## src/CorePkg.sv

```systemverilog
package CorePkg;

    // --------------------------------------------------
    // Widths and basic types
    // --------------------------------------------------

    localparam int XLEN    = 32;  // Data path width
    localparam int NUM_GPR = 32;  // Integer register count

    typedef logic [XLEN-1:0]            Data;
    typedef logic [XLEN-1:0]            InstAddr;
    typedef logic [XLEN-1:0]            DataAddr;
    typedef logic [$clog2(NUM_GPR)-1:0] GPRAddr;
    typedef logic [31:0]                Inst;     // Always 32 bits in RV32I

    // --------------------------------------------------
    // Encodings
    // --------------------------------------------------

    typedef enum logic [6:0] {  // Major opcodes, integer subset
        OP_LOAD   = 7'b0000011,
        OP_STORE  = 7'b0100011,
        OP_BRANCH = 7'b1100011,
        OP_JAL    = 7'b1101111,
        OP_JALR   = 7'b1100111,
        OP_OPIMM  = 7'b0010011,
        OP_OP     = 7'b0110011,
        OP_LUI    = 7'b0110111,
        OP_AUIPC  = 7'b0010111
    } Opcode;

    typedef enum logic [3:0] {
        ALU_ADD, ALU_SUB, ALU_SLL, ALU_SLT, ALU_SLTU, ALU_XOR,
        ALU_SRL, ALU_SRA, ALU_OR, ALU_AND,
        ALU_PASSB                              // Operand B straight through (LUI)
    } AluOp;

    typedef enum logic [3:0] {
        BR_NONE, BR_EQ, BR_NE, BR_LT, BR_GE, BR_LTU, BR_GEU,
        BR_JUMP,                               // JAL
        BR_JUMPREG                             // JALR, target from rs1
    } BrCond;

    typedef enum logic [1:0] {ACC_BYTE, ACC_HALF, ACC_WORD} DataAccess;
    typedef enum logic [1:0] {OPA_REG, OPA_PC, OPA_ZERO}    OperandASel;
    typedef enum logic [1:0] {OPB_REG, OPB_IMM, OPB_FOUR}   OperandBSel;
    typedef enum logic       {WR_ALU, WR_MEM}               WrDataSel;

    // --------------------------------------------------
    // Control and bus traffic
    // --------------------------------------------------

    typedef struct packed {
        AluOp       aluOp;
        OperandASel operandASel;
        OperandBSel operandBSel;
        BrCond      brCond;
        logic       regWrEnable;
        logic       memRdEnable;
        logic       memWrEnable;
        DataAccess  memAccess;
        logic       memUnsigned;  // Zero extend on load
        WrDataSel   wrDataSel;
    } CtrlSignals;

    typedef struct packed {
        InstAddr addr;
    } InstReq;

    typedef struct packed {
        DataAddr    addr;
        Data        wdata;
        logic [3:0] byteEn;  // One bit per byte lane
        logic       we;
        logic       re;
    } DataReq;

endpackage

```

## src/FetchUnit.sv

```systemverilog
`timescale 1ns/10ps

module FetchUnit (
    input  logic             i_clock,
    input  logic             i_arstN,
    input  logic             i_brTaken,   // Branch or jump resolved taken
    input  CorePkg::BrCond   i_brCond,
    input  CorePkg::Data     i_imm,
    input  CorePkg::Data     i_rs1Data,   // JALR base
    output CorePkg::InstAddr o_pc,
    output CorePkg::InstReq  o_instReq);

    import CorePkg::*;

    InstAddr pc;
    InstAddr pcNext;
    Data     regTarget;  // rs1 + imm for JALR

    // Three-way next PC
    always_comb begin
        regTarget = i_rs1Data + i_imm;
        if (i_brTaken && i_brCond == BR_JUMPREG)
            pcNext = {regTarget[XLEN-1:1], 1'b0};  // Bit 0 cleared per spec
        else if (i_brTaken)
            pcNext = pc + i_imm;                   // PC relative
        else
            pcNext = pc + InstAddr'(4);
    end

    always_ff @(posedge i_clock or negedge i_arstN) begin
        if (!i_arstN)
            pc <= '0;  // Boot address
        else
            pc <= pcNext;
    end

    assign o_pc           = pc;
    assign o_instReq.addr = pc;

endmodule

```

## src/InstDecoder.sv

```systemverilog
`timescale 1ns/10ps

module InstDecoder (
    input  CorePkg::Inst        i_inst,
    output CorePkg::GPRAddr     o_rs1,
    output CorePkg::GPRAddr     o_rs2,
    output CorePkg::GPRAddr     o_rd,
    output CorePkg::Data        o_imm,
    output CorePkg::CtrlSignals o_ctrl);

    import CorePkg::*;

    Opcode      opcode;
    logic [2:0] funct3;
    logic [6:0] funct7;

    // ALU op from funct3, alt selects SUB / SRA
    function automatic AluOp aluFromFunct(input logic [2:0] f3, input logic alt);
        case (f3)
            3'b000:  return alt ? ALU_SUB : ALU_ADD;
            3'b001:  return ALU_SLL;
            3'b010:  return ALU_SLT;
            3'b011:  return ALU_SLTU;
            3'b100:  return ALU_XOR;
            3'b101:  return alt ? ALU_SRA : ALU_SRL;
            3'b110:  return ALU_OR;
            default: return ALU_AND;
        endcase
    endfunction

    assign opcode = Opcode'(i_inst[6:0]);
    assign funct3 = i_inst[14:12];
    assign funct7 = i_inst[31:25];
    assign o_rd   = i_inst[11:7];
    assign o_rs1  = i_inst[19:15];
    assign o_rs2  = i_inst[24:20];

    // --------------------------------------------------
    // Immediate and control
    // --------------------------------------------------

    always_comb begin
        o_ctrl = '0;  // Enables low, ADD, REG operands
        o_imm  = {{20{i_inst[31]}}, i_inst[31:20]};  // I-type by default
        case (opcode)
            OP_LUI, OP_AUIPC: begin
                o_imm                = {i_inst[31:12], 12'b0};
                o_ctrl.aluOp         = (opcode == OP_LUI) ? ALU_PASSB : ALU_ADD;
                o_ctrl.operandASel   = (opcode == OP_LUI) ? OPA_ZERO : OPA_PC;
                o_ctrl.operandBSel   = OPB_IMM;
                o_ctrl.regWrEnable   = 1'b1;
            end
            OP_JAL, OP_JALR: begin  // Link value pc + 4 from the ALU
                if (opcode == OP_JAL)
                    o_imm = {{11{i_inst[31]}}, i_inst[31], i_inst[19:12],
                             i_inst[20], i_inst[30:21], 1'b0};
                o_ctrl.operandASel   = OPA_PC;
                o_ctrl.operandBSel   = OPB_FOUR;
                o_ctrl.brCond        = (opcode == OP_JAL) ? BR_JUMP : BR_JUMPREG;
                o_ctrl.regWrEnable   = 1'b1;
            end
            OP_BRANCH: begin
                o_imm = {{19{i_inst[31]}}, i_inst[31], i_inst[7],
                         i_inst[30:25], i_inst[11:8], 1'b0};
                case (funct3)
                    3'b000:  o_ctrl.brCond = BR_EQ;
                    3'b001:  o_ctrl.brCond = BR_NE;
                    3'b100:  o_ctrl.brCond = BR_LT;
                    3'b101:  o_ctrl.brCond = BR_GE;
                    3'b110:  o_ctrl.brCond = BR_LTU;
                    3'b111:  o_ctrl.brCond = BR_GEU;
                    default: o_ctrl.brCond = BR_NONE;  // Reserved, never taken
                endcase
            end
            OP_LOAD, OP_STORE: begin
                if (opcode == OP_STORE)
                    o_imm = {{20{i_inst[31]}}, i_inst[31:25], i_inst[11:7]};
                o_ctrl.operandBSel   = OPB_IMM;  // Address = rs1 + imm
                o_ctrl.regWrEnable   = (opcode == OP_LOAD);
                o_ctrl.memRdEnable   = (opcode == OP_LOAD);
                o_ctrl.memWrEnable   = (opcode == OP_STORE);
                o_ctrl.memUnsigned   = funct3[2];
                o_ctrl.wrDataSel     = WR_MEM;
                case (funct3[1:0])
                    2'b00:   o_ctrl.memAccess = ACC_BYTE;
                    2'b01:   o_ctrl.memAccess = ACC_HALF;
                    default: o_ctrl.memAccess = ACC_WORD;
                endcase
            end
            OP_OPIMM: begin  // Only SRAI uses funct7
                o_ctrl.aluOp         = aluFromFunct(funct3, funct3 == 3'b101 && funct7[5]);
                o_ctrl.operandBSel   = OPB_IMM;
                o_ctrl.regWrEnable   = 1'b1;
            end
            OP_OP: begin
                o_ctrl.aluOp         = aluFromFunct(funct3, funct7[5]);
                o_ctrl.regWrEnable   = 1'b1;
            end
            default: ;  // Unknown opcode, no-op
        endcase
    end

endmodule

```

## src/GPRegisters.sv

```systemverilog
`timescale 1ns/10ps

module GPRegisters (
    input  logic            i_clock,
    input  logic            i_arstN,
    input  CorePkg::GPRAddr i_raddrA,
    input  CorePkg::GPRAddr i_raddrB,
    input  CorePkg::GPRAddr i_waddr,
    input  logic            i_we,
    input  CorePkg::Data    i_wdata,
    output CorePkg::Data    o_rdataA,
    output CorePkg::Data    o_rdataB);

    import CorePkg::*;

    Data regs [1:NUM_GPR-1];  // x0 has no storage

    always_ff @(posedge i_clock or negedge i_arstN) begin
        if (!i_arstN) begin
            for (int i = 1; i < NUM_GPR; i++)
                regs[i] <= '0;
        end else if (i_we && i_waddr != '0) begin
            regs[i_waddr] <= i_wdata;  // Writes to x0 dropped
        end
    end

    // Asynchronous read, x0 hardwired to zero
    assign o_rdataA = (i_raddrA == '0) ? '0 : regs[i_raddrA];
    assign o_rdataB = (i_raddrB == '0) ? '0 : regs[i_raddrB];

endmodule

```

## src/ExecuteUnit.sv

```systemverilog
`timescale 1ns/10ps

module ExecuteUnit (
    input  CorePkg::CtrlSignals i_ctrl,
    input  CorePkg::InstAddr    i_pc,
    input  CorePkg::Data        i_rs1Data,
    input  CorePkg::Data        i_rs2Data,
    input  CorePkg::Data        i_imm,
    output CorePkg::Data        o_aluResult,
    output logic                o_brTaken);

    import CorePkg::*;

    Data        opA;
    Data        opB;
    logic [4:0] shamt;       // Low five bits of operand B
    logic       isEqual;
    logic       isLessSigned;
    logic       isLessUnsigned;

    // --------------------------------------------------
    // Operand selection and ALU
    // --------------------------------------------------

    always_comb begin
        case (i_ctrl.operandASel)
            OPA_PC:   opA = Data'(i_pc);
            OPA_ZERO: opA = '0;
            default:  opA = i_rs1Data;
        endcase
        case (i_ctrl.operandBSel)
            OPB_IMM:  opB = i_imm;
            OPB_FOUR: opB = Data'(4);  // Link offset
            default:  opB = i_rs2Data;
        endcase
    end

    assign shamt = opB[4:0];

    always_comb begin
        case (i_ctrl.aluOp)
            ALU_SUB:   o_aluResult = opA - opB;
            ALU_SLL:   o_aluResult = opA << shamt;
            ALU_SLT:   o_aluResult = Data'($signed(opA) < $signed(opB));
            ALU_SLTU:  o_aluResult = Data'(opA < opB);
            ALU_XOR:   o_aluResult = opA ^ opB;
            ALU_SRL:   o_aluResult = opA >> shamt;
            ALU_SRA:   o_aluResult = Data'($signed(opA) >>> shamt);  // Sign fill
            ALU_OR:    o_aluResult = opA | opB;
            ALU_AND:   o_aluResult = opA & opB;
            ALU_PASSB: o_aluResult = opB;
            default:   o_aluResult = opA + opB;
        endcase
    end

    // --------------------------------------------------
    // Branch comparison
    // --------------------------------------------------

    assign isEqual        = (i_rs1Data == i_rs2Data);
    assign isLessSigned   = ($signed(i_rs1Data) < $signed(i_rs2Data));
    assign isLessUnsigned = (i_rs1Data < i_rs2Data);

    always_comb begin
        case (i_ctrl.brCond)
            BR_EQ:              o_brTaken = isEqual;
            BR_NE:              o_brTaken = !isEqual;
            BR_LT:              o_brTaken = isLessSigned;
            BR_GE:              o_brTaken = !isLessSigned;
            BR_LTU:             o_brTaken = isLessUnsigned;
            BR_GEU:             o_brTaken = !isLessUnsigned;
            BR_JUMP, BR_JUMPREG: o_brTaken = 1'b1;  // Unconditional
            default:            o_brTaken = 1'b0;
        endcase
    end

endmodule

```

## src/MemAccess.sv

```systemverilog
`timescale 1ns/10ps

module MemAccess (
    input  logic                i_arstN,
    input  CorePkg::CtrlSignals i_ctrl,
    input  CorePkg::Data        i_aluResult,   // Effective address or result
    input  CorePkg::Data        i_rs2Data,     // Store data
    input  CorePkg::Data        i_dataRdata,
    output CorePkg::DataReq     o_dataReq,
    output CorePkg::Data        o_wrData,
    output logic                o_regWe);

    import CorePkg::*;

    logic [1:0] byteOfs;   // Lane of the access
    Data        shifted;   // Read word moved down to lane 0
    Data        loadData;

    assign byteOfs = i_aluResult[1:0];

    // --------------------------------------------------
    // Store side
    // --------------------------------------------------

    always_comb begin
        o_dataReq.addr = DataAddr'(i_aluResult);
        o_dataReq.we   = i_ctrl.memWrEnable & i_arstN;  // Quiet bus in reset
        o_dataReq.re   = i_ctrl.memRdEnable & i_arstN;
        case (i_ctrl.memAccess)
            ACC_BYTE: begin
                o_dataReq.wdata  = {4{i_rs2Data[7:0]}};
                o_dataReq.byteEn = 4'b0001 << byteOfs;
            end
            ACC_HALF: begin
                o_dataReq.wdata  = {2{i_rs2Data[15:0]}};
                o_dataReq.byteEn = byteOfs[1] ? 4'b1100 : 4'b0011;
            end
            default: begin
                o_dataReq.wdata  = i_rs2Data;
                o_dataReq.byteEn = 4'b1111;
            end
        endcase
    end

    // --------------------------------------------------
    // Load extension and write-back
    // --------------------------------------------------

    assign shifted = i_dataRdata >> {byteOfs, 3'b000};

    always_comb begin
        case (i_ctrl.memAccess)
            ACC_BYTE: loadData = i_ctrl.memUnsigned ? {24'b0, shifted[7:0]}
                                                    : {{24{shifted[7]}}, shifted[7:0]};
            ACC_HALF: loadData = i_ctrl.memUnsigned ? {16'b0, shifted[15:0]}
                                                    : {{16{shifted[15]}}, shifted[15:0]};
            default:  loadData = i_dataRdata;
        endcase
    end

    assign o_wrData = (i_ctrl.wrDataSel == WR_MEM) ? loadData : i_aluResult;
    assign o_regWe  = i_ctrl.regWrEnable & i_arstN;

endmodule

```

## src/CoreSC.sv

```systemverilog
`timescale 1ns/10ps

module CoreSC (
    input  logic            i_clock,
    input  logic            i_arstN,
    output CorePkg::InstReq o_instReq,
    input  CorePkg::Inst    i_inst,       // Same cycle as o_instReq
    output CorePkg::DataReq o_dataReq,
    input  CorePkg::Data    i_dataRdata); // Same cycle as o_dataReq

    import CorePkg::*;

    InstAddr    pc;
    GPRAddr     rs1, rs2, rd;
    Data        imm;
    CtrlSignals ctrl;
    Data        rs1Data, rs2Data;
    Data        aluResult;
    logic       brTaken;
    Data        wrData;    // Write-back value
    logic       regWe;

    // --------------------------------------------------
    // Input side
    // --------------------------------------------------

    FetchUnit fetch (
        .i_clock   (i_clock),
        .i_arstN   (i_arstN),
        .i_brTaken (brTaken),
        .i_brCond  (ctrl.brCond),
        .i_imm     (imm),
        .i_rs1Data (rs1Data),
        .o_pc      (pc),
        .o_instReq (o_instReq));

    // --------------------------------------------------
    // Processing
    // --------------------------------------------------

    InstDecoder dec (
        .i_inst (i_inst),
        .o_rs1  (rs1),
        .o_rs2  (rs2),
        .o_rd   (rd),
        .o_imm  (imm),
        .o_ctrl (ctrl));

    GPRegisters gpr (
        .i_clock  (i_clock),
        .i_arstN  (i_arstN),
        .i_raddrA (rs1),
        .i_raddrB (rs2),
        .i_waddr  (rd),
        .i_we     (regWe),
        .i_wdata  (wrData),
        .o_rdataA (rs1Data),
        .o_rdataB (rs2Data));

    ExecuteUnit exec (
        .i_ctrl      (ctrl),
        .i_pc        (pc),
        .i_rs1Data   (rs1Data),
        .i_rs2Data   (rs2Data),
        .i_imm       (imm),
        .o_aluResult (aluResult),
        .o_brTaken   (brTaken));

    // Output side
    MemAccess mem (
        .i_arstN     (i_arstN),
        .i_ctrl      (ctrl),
        .i_aluResult (aluResult),
        .i_rs2Data   (rs2Data),
        .i_dataRdata (i_dataRdata),
        .o_dataReq   (o_dataReq),
        .o_wrData    (wrData),
        .o_regWe     (regWe));

endmodule

```

## config.mk

```make
export PLATFORM = sky130hd
export DESIGN_NAME = CoreSC
export DESIGN_NICKNAME = d
export VERILOG_FILES = /design/src/CorePkg.sv /design/src/FetchUnit.sv /design/src/InstDecoder.sv /design/src/GPRegisters.sv /design/src/ExecuteUnit.sv /design/src/MemAccess.sv /design/src/CoreSC.sv
export SDC_FILE = /design/constraint.sdc
export NUM_CORES = 2
export LEC_CHECK = 0
export BUFFER_PORTS_ARGS = -buffer_cell sky130_fd_sc_hd__buf_2
export CORE_ASPECT_RATIO = 0.75
export CORE_MARGIN = 2
export CORE_UTILIZATION = 41
export DETAILED_ROUTE_END_ITERATION = 10
export HOLD_SLACK_MARGIN = 0.1
export PLACE_DENSITY = 0.66
export SLEW_MARGIN = 25
export SYNTH_ARGS = -nofsm -noshare
export SYNTH_HDL_FRONTEND = slang
export SYNTH_HIERARCHICAL = 1
export SYNTH_SLANG_ARGS = --single-unit
```

## constraint.sdc

```tcl
create_clock -name i_clock -period 14.2 [get_ports i_clock]
set_input_delay 3.55 -clock i_clock [delete_from_list [all_inputs] [get_ports i_clock]]
set_output_delay 3.55 -clock i_clock [all_outputs]
set_load 0.005 [all_outputs]
```

Yosys cells after proc, flatten, opt, wreduce, memory -nomap -nowiden
Cells that the tools add are included.

Add/sub/neg operators: 5. $lt $le $gt $ge: 8. Reductions and logical operators: 19. Eq/ne operators: 41. Muxes and demuxes: 43. Shifts and indexed selects: 5. Bitwise logic cells: 9.

Operator list (count): 992-bit bitwise mux (1); 32-bit 2-to-1 mux (12); 32-bit binary-select mux with 5-bit select (2); 32-bit one-hot mux with 10 select lines (1); 32-bit one-hot mux with 2 select lines (3); 32-bit demux with 5-bit select (1); 32-bit < comparator (4); 31-bit one-hot mux with 4 select lines (1); 32-bit adder (3); 36-bit one-hot mux with 2 select lines (1); 4-bit one-hot mux with 7 select lines (2); 32-bit by 3-bit adder with 32-bit output, second input constant (1); 32-bit bitwise AND (1); 32-bit == test (1); 4-bit by 3-bit == test with 1-bit output, second input constant (8); 32-bit OR (1); 32-bit by 5-bit << shifter with 32-bit output (1); 32-bit by 5-bit >> shifter with 16-bit output (1); 32-bit by 5-bit >> shifter with 32-bit output (1); 32-bit by 5-bit >>> shifter with 32-bit output (1); 32-bit subtractor (1); 32-bit bitwise XOR (1); 7-bit by 6-bit == test with 1-bit output, second input constant (3); 7-bit == test, second input constant (3); 36 further kinds (75).

Output and inout port bits: 102. Register bits: 1024.

Logic depth before layout (Yosys ltp)
Depth in word-level cells: 13. Gate-level depth with buffers: 36.

Cells and area by module
The synthesis kept the hierarchy.

Modules (own cells, without submodules): GPRegisters (seq. area each 24823.8 µm², cells each 3616, area each 53022.1 µm², times used 1); ExecuteUnit (seq. area each 0.0 µm², cells each 1635, area each 11025.6 µm², times used 1); FetchUnit (seq. area each 800.8 µm², cells each 713, area each 5467.7 µm², times used 1); MemAccess (seq. area each 0.0 µm², cells each 251, area each 1729.2 µm², times used 1); InstDecoder (seq. area each 0.0 µm², cells each 123, area each 830.8 µm², times used 1).

Least setup slack after synthesis
No wires, ideal clock.

Path type: input to output. From: input port i_inst[20]. To: output port o_dataReq[2] (netlist bit). Arrival time: 9.070 ns. Path slack: 1.580 ns. Cell stages on the path: 31. Data required time: 10.650 ns. Buffers on the path: 13. Cells stage by stage: buf_4 > buf_6 > buf_6 > buf_6 > mux4_2 > mux2_2 > nand2_1 > nand4_1 > nor2b_1 > nor2_1 > buf_6 > buf_6 > buf_2 > buf_2 > buf_2 > ha_1 > buf_2 > nor2b_1 > o2111ai_1 > a21oi_2 > o31ai_1 > a21oi_1 > a211oi_1 > o31ai_1 > a21oi_1 > o32a_1 > buf_6 > buf_2 > buf_2 > nor2b_1 > o21bai_1.

RTL lines: from (decl) (line CoreSC.sv:7) `input CorePkg::Inst i_inst,`; to (decl) (line CoreSC.sv:8) `output CorePkg::DataReq o_dataReq,`.

==> results <==
- The total global routing overflow is 0.
- The buffer levels on the longest clock path is 3.
- The number of gates given a new drive strength after cts is 0.
- The number of buffers inserted by port buffering is 167.
- For this run, global-route usage on met3 was measured as 9.47%.
- The max-capacitance violation count is 0.
- Global routing used 45.4% of the available met2 tracks.
- The final count of pins violating max slew is 0.
- After floorplanning, the core was sized to cover 175000 sq um.
- The detailed-router iteration count before antenna repair is 7.
- The wire length of the first global-routing pass is 424 mm.
- The average via count per standard cell is 6.87.
- The worst hold margin is 0.509 ns.
- TritonCTS built the clock tree.
- The total of fill cells in the finished design is 16100.
- The initial antenna violation count is 15.
- The gate count of the mapped netlist is 6338.
- The clock net sink count is 1024.
- In this run the tightest slew margin relative to its limit is 24.7%.
- After detailed routing, the number of remaining DRC violations is 0.
- The via count of the first global-routing pass was 56700.
- The maximum number of pins on one net before global-route repair is 175.
- The area share of the leading cell type in the synthesized netlist is 35.6%.
- The finished cells cover 79000 sq um.
- The die footprint is 179000 sq um.
- After synthesis, the share of flip-flops with an asynchronous set or reset is 100%.
- The clock arrives with 0.0603 ns of skew.
- The total power draw is 8.48 mW.
- The tree is rooted in a clkbuf_16.
- The layout net count is 6510.
- The biggest area contributor in the post-synthesis netlist is dfrtp_1.
- The number of nets produced by synthesis is 6602.
- The number of buffers created by CTS is 101.
- The share of the core filled with cells is 45.2%.
- At the pin with the least slew margin, the transition time is 1.13 ns.
- Prior to clock tree synthesis, the placed netlist has a worst setup slack of 0.830 ns.
- The maximum net fanout on the critical path is 19.
- The arrival time of the worst setup path is 10.08 ns.
- The netlist area before placement is 72100 sq um.
- The run finished with clean final reports.
- The worst-case setup margin in the final layout is 0.569 ns.
- The startpoint kind of the worst setup timing path is an input port.
- The startpoint-to-endpoint class of the critical path is in -> out.
- After detailed placement, the design holds a cell count of 8503.
- The post-route netlist has 35.5% of its cells at a drive strength greater than 1.
- The total count of hold-check failures in the final report is 0.
- Relative to the synthesized area, the layout overhead comes to 9.56%.
- Dividing the final minimum period by the clock period gives 96.0%.
- After layout, the minimum clock period comes to 13.63 ns.
- The post-detailed-placement cell area is 75500 sq um.
- The width of the chip is 488 microns.
- The mean instance size in the synthesized netlist is 11.4 sq um.
- The wire-length estimate of the detail-placed layout is 205 mm.
- The final cell count without fillers is 8690.
- For this run, global-route usage on met1 was measured as 46.6%.
- Synthesis inferred 1024 register bits.
- Once detail routing completed, the nets flagged for antenna violations numbered 0.
- The worst setup path is captured at an output pin.
- The global placer's final weighted congestion is 1.08.
- The leakage power summed over all cells is 35.8 nW.
- The post-cts hold buffer count is 0.
- The layer flagged by global routing as most heavily used is met1.
- The synthesis warning total is 6.
- The clock transition at the registers of the reported paths is 0.06 ns.
- Data on the critical path is required at its endpoint by 10.65 ns.
- Setup violations remaining at the end of the flow were counted as 0.
- The number of unique standard cell types used by synthesis is 120.
- The number of placement rows is 133.
- The final wirelength is 300 mm.
- The setup TNS after final layout is 0 ns.
- By area the synthesized netlist is led by dfrtp_1 (36%), mux2_2 (16%), mux4_2 (12%).
- VDD sags by at most 97.8 uV.
- The cell area power density is 107 nW/um^2.
- The synthesized design contains 0 enable-type register cells.
- The via count is 59700.
- The worst min-delay path category is reg -> reg.
- Based on the critical path, the design can be clocked at up to 73.4 MHz.
- The dominant synthesized flop cell is dfrtp_1.
- The DRC violation total after the first TritonRoute iteration is 8606.
- The share of the yosys chip area belonging to registers is 35.6%.
- In the final routed layout, each cell accounts on average for 34.5 microns.
- The insertion delay of the later-clocked pin in the worst-skew pair is 0.78 ns.
- The effective utilization at floorplan is 41.2%.
- Setup repair after global routing left no endpoint under its margin.
- The H-tree was split into 3 levels.
- Measured along the y axis, the die boundary spans 367 microns.
- Global routing consumed, over all layers together, 32.5% of the routing resources.
- The number of buffers added for setup after CTS is 0.
- The I/O pin count is 168.
[synthesized netlist by cell type (20+ instances only)]
cell type and instances:
nand3_1 98, buf_1 31, and2_1 31, nor2b_1 69, mux2i_1 393, a211o_1 21
o21ai_0 123, mux2_2 1054, a21o_1 51, a31oi_1 29, nor2_1 259, o22ai_1 130
a22o_1 36, a221oi_1 52, o211ai_1 120, a221o_1 43, o221ai_1 29, clkbuf_1 266
nor3_1 60, a21oi_1 195, o22a_1 22, o21ai_1 38, mux4_2 377, nor4_1 44
o21a_1 22, buf_4 137, and3_1 20, a211oi_1 87, inv_1 165, a22oi_1 39
xor2_1 36, o31ai_1 20, dfrtp_1 1024, ha_1 194, a2111oi_0 41, nand2_1 278
xnor2_1 56, o21bai_1 26, nand2b_1 63, nand4_1 46, buf_2 202
[per-layer routing]
metal / vias up / routed length (microns)
li1: 23900 / -
met1: 31000 / 123000
met2: 4054 / 124000
met3: 703 / 37800
met4: 8 / 14600
met5: - / 53
[cell type report]
type	count	area (sq um)	area share, %
inverter	181	682	0.864
clock inverter	40	455	0.577
timing repair buffer	463	3460	4.38
multi-input combinational	4475	42800	54.2
clock buffer	143	2960	3.74
tap	2362	2960	3.74
sequential	1024	25600	32.4
antenna	2	5.00	0.00634
[sequential cells by signal (all words and copies together) (netlist names)]
name	flops
fetch/o_instReq	32
gpr/regs	992
[cell families (layout without fill, tap and decap cells)]
kind of cell	after synthesis	count (layout)	share of synthesized area [%]
flops	1024	1024	35.6
mux	1842	1842	34.0
xor+xnor	92	92	1.12
compound gates	1278	1278	12.8
fa+ha+maj	198	198	3.48
simple gates	1065	1065	7.40
buf+inv	839	827	5.63
other cells	0	2	0
[path summary, 6_finish.rpt]
kind / start / end / slack, ns / depth (start not counted)
setup / recovery: i_inst[17] / o_dataReq[2] / 0.57 / 22
hold / removal: gpr/regs[103]$_DFFE_PN0P_ / gpr/regs[103]$_DFFE_PN0P_ / 0.51 / 1
setup reg to reg: gpr/regs[768]$_DFFE_PN0P_ / gpr/regs[376]$_DFFE_PN0P_ / 5.61 / 26
hold reg to reg: gpr/regs[103]$_DFFE_PN0P_ / gpr/regs[103]$_DFFE_PN0P_ / 0.51 / 1
max in group asynchronous: i_arstN / gpr/regs[32]$_DFFE_PN0P_ / 8.61 / 4
min in group asynchronous: i_arstN / gpr/regs[340]$_DFFE_PN0P_ / 2.75 / 1
[worst max-delay path, stage by stage]
cell and delay (ns):
buf_2 0.52, or2_2 0.77, buf_4 0.31, o22ai_1 0.11, nor4_1 0.70, buf_4 0.32, nand2_1 0.20, nand2_1 0.19
ha_1 0.27, nor2_1 0.23, nand2_1 0.13, nor3_1 0.23, o31ai_1 0.13, buf_4 0.17, a21oi_1 0.37, a211oi_1 0.19
o31ai_1 0.39, a21oi_1 0.24, o32a_1 0.53, nor2b_1 0.21, o21bai_1 0.14, buf_2 0.13
[layout by cell type, fill, tap and decap left out, drive strengths merged, types with 182 or more instances in the layout]
cell type | synthesis | layout
mux4 | 377 | 377
dfrtp | 1024 | 1024
mux2 | 1072 | 1072
ha | 194 | 194
nor2 | 262 | 262
a21oi | 200 | 200
nand2 | 281 | 281
inv | 179 | 182
mux2i | 393 | 393
buf | 388 | 463
[where the power goes]
part           total (mW)  leakage (nW)  switching (mW)  internal [mW]
Sequential           3.26          14.2           0.224           3.03
Combinational        2.39          19.9            1.56          0.831
Clock                2.83          1.71            1.24           1.60
Total                8.48          35.8            3.03           5.46
(Power assumes the default switching activity.)
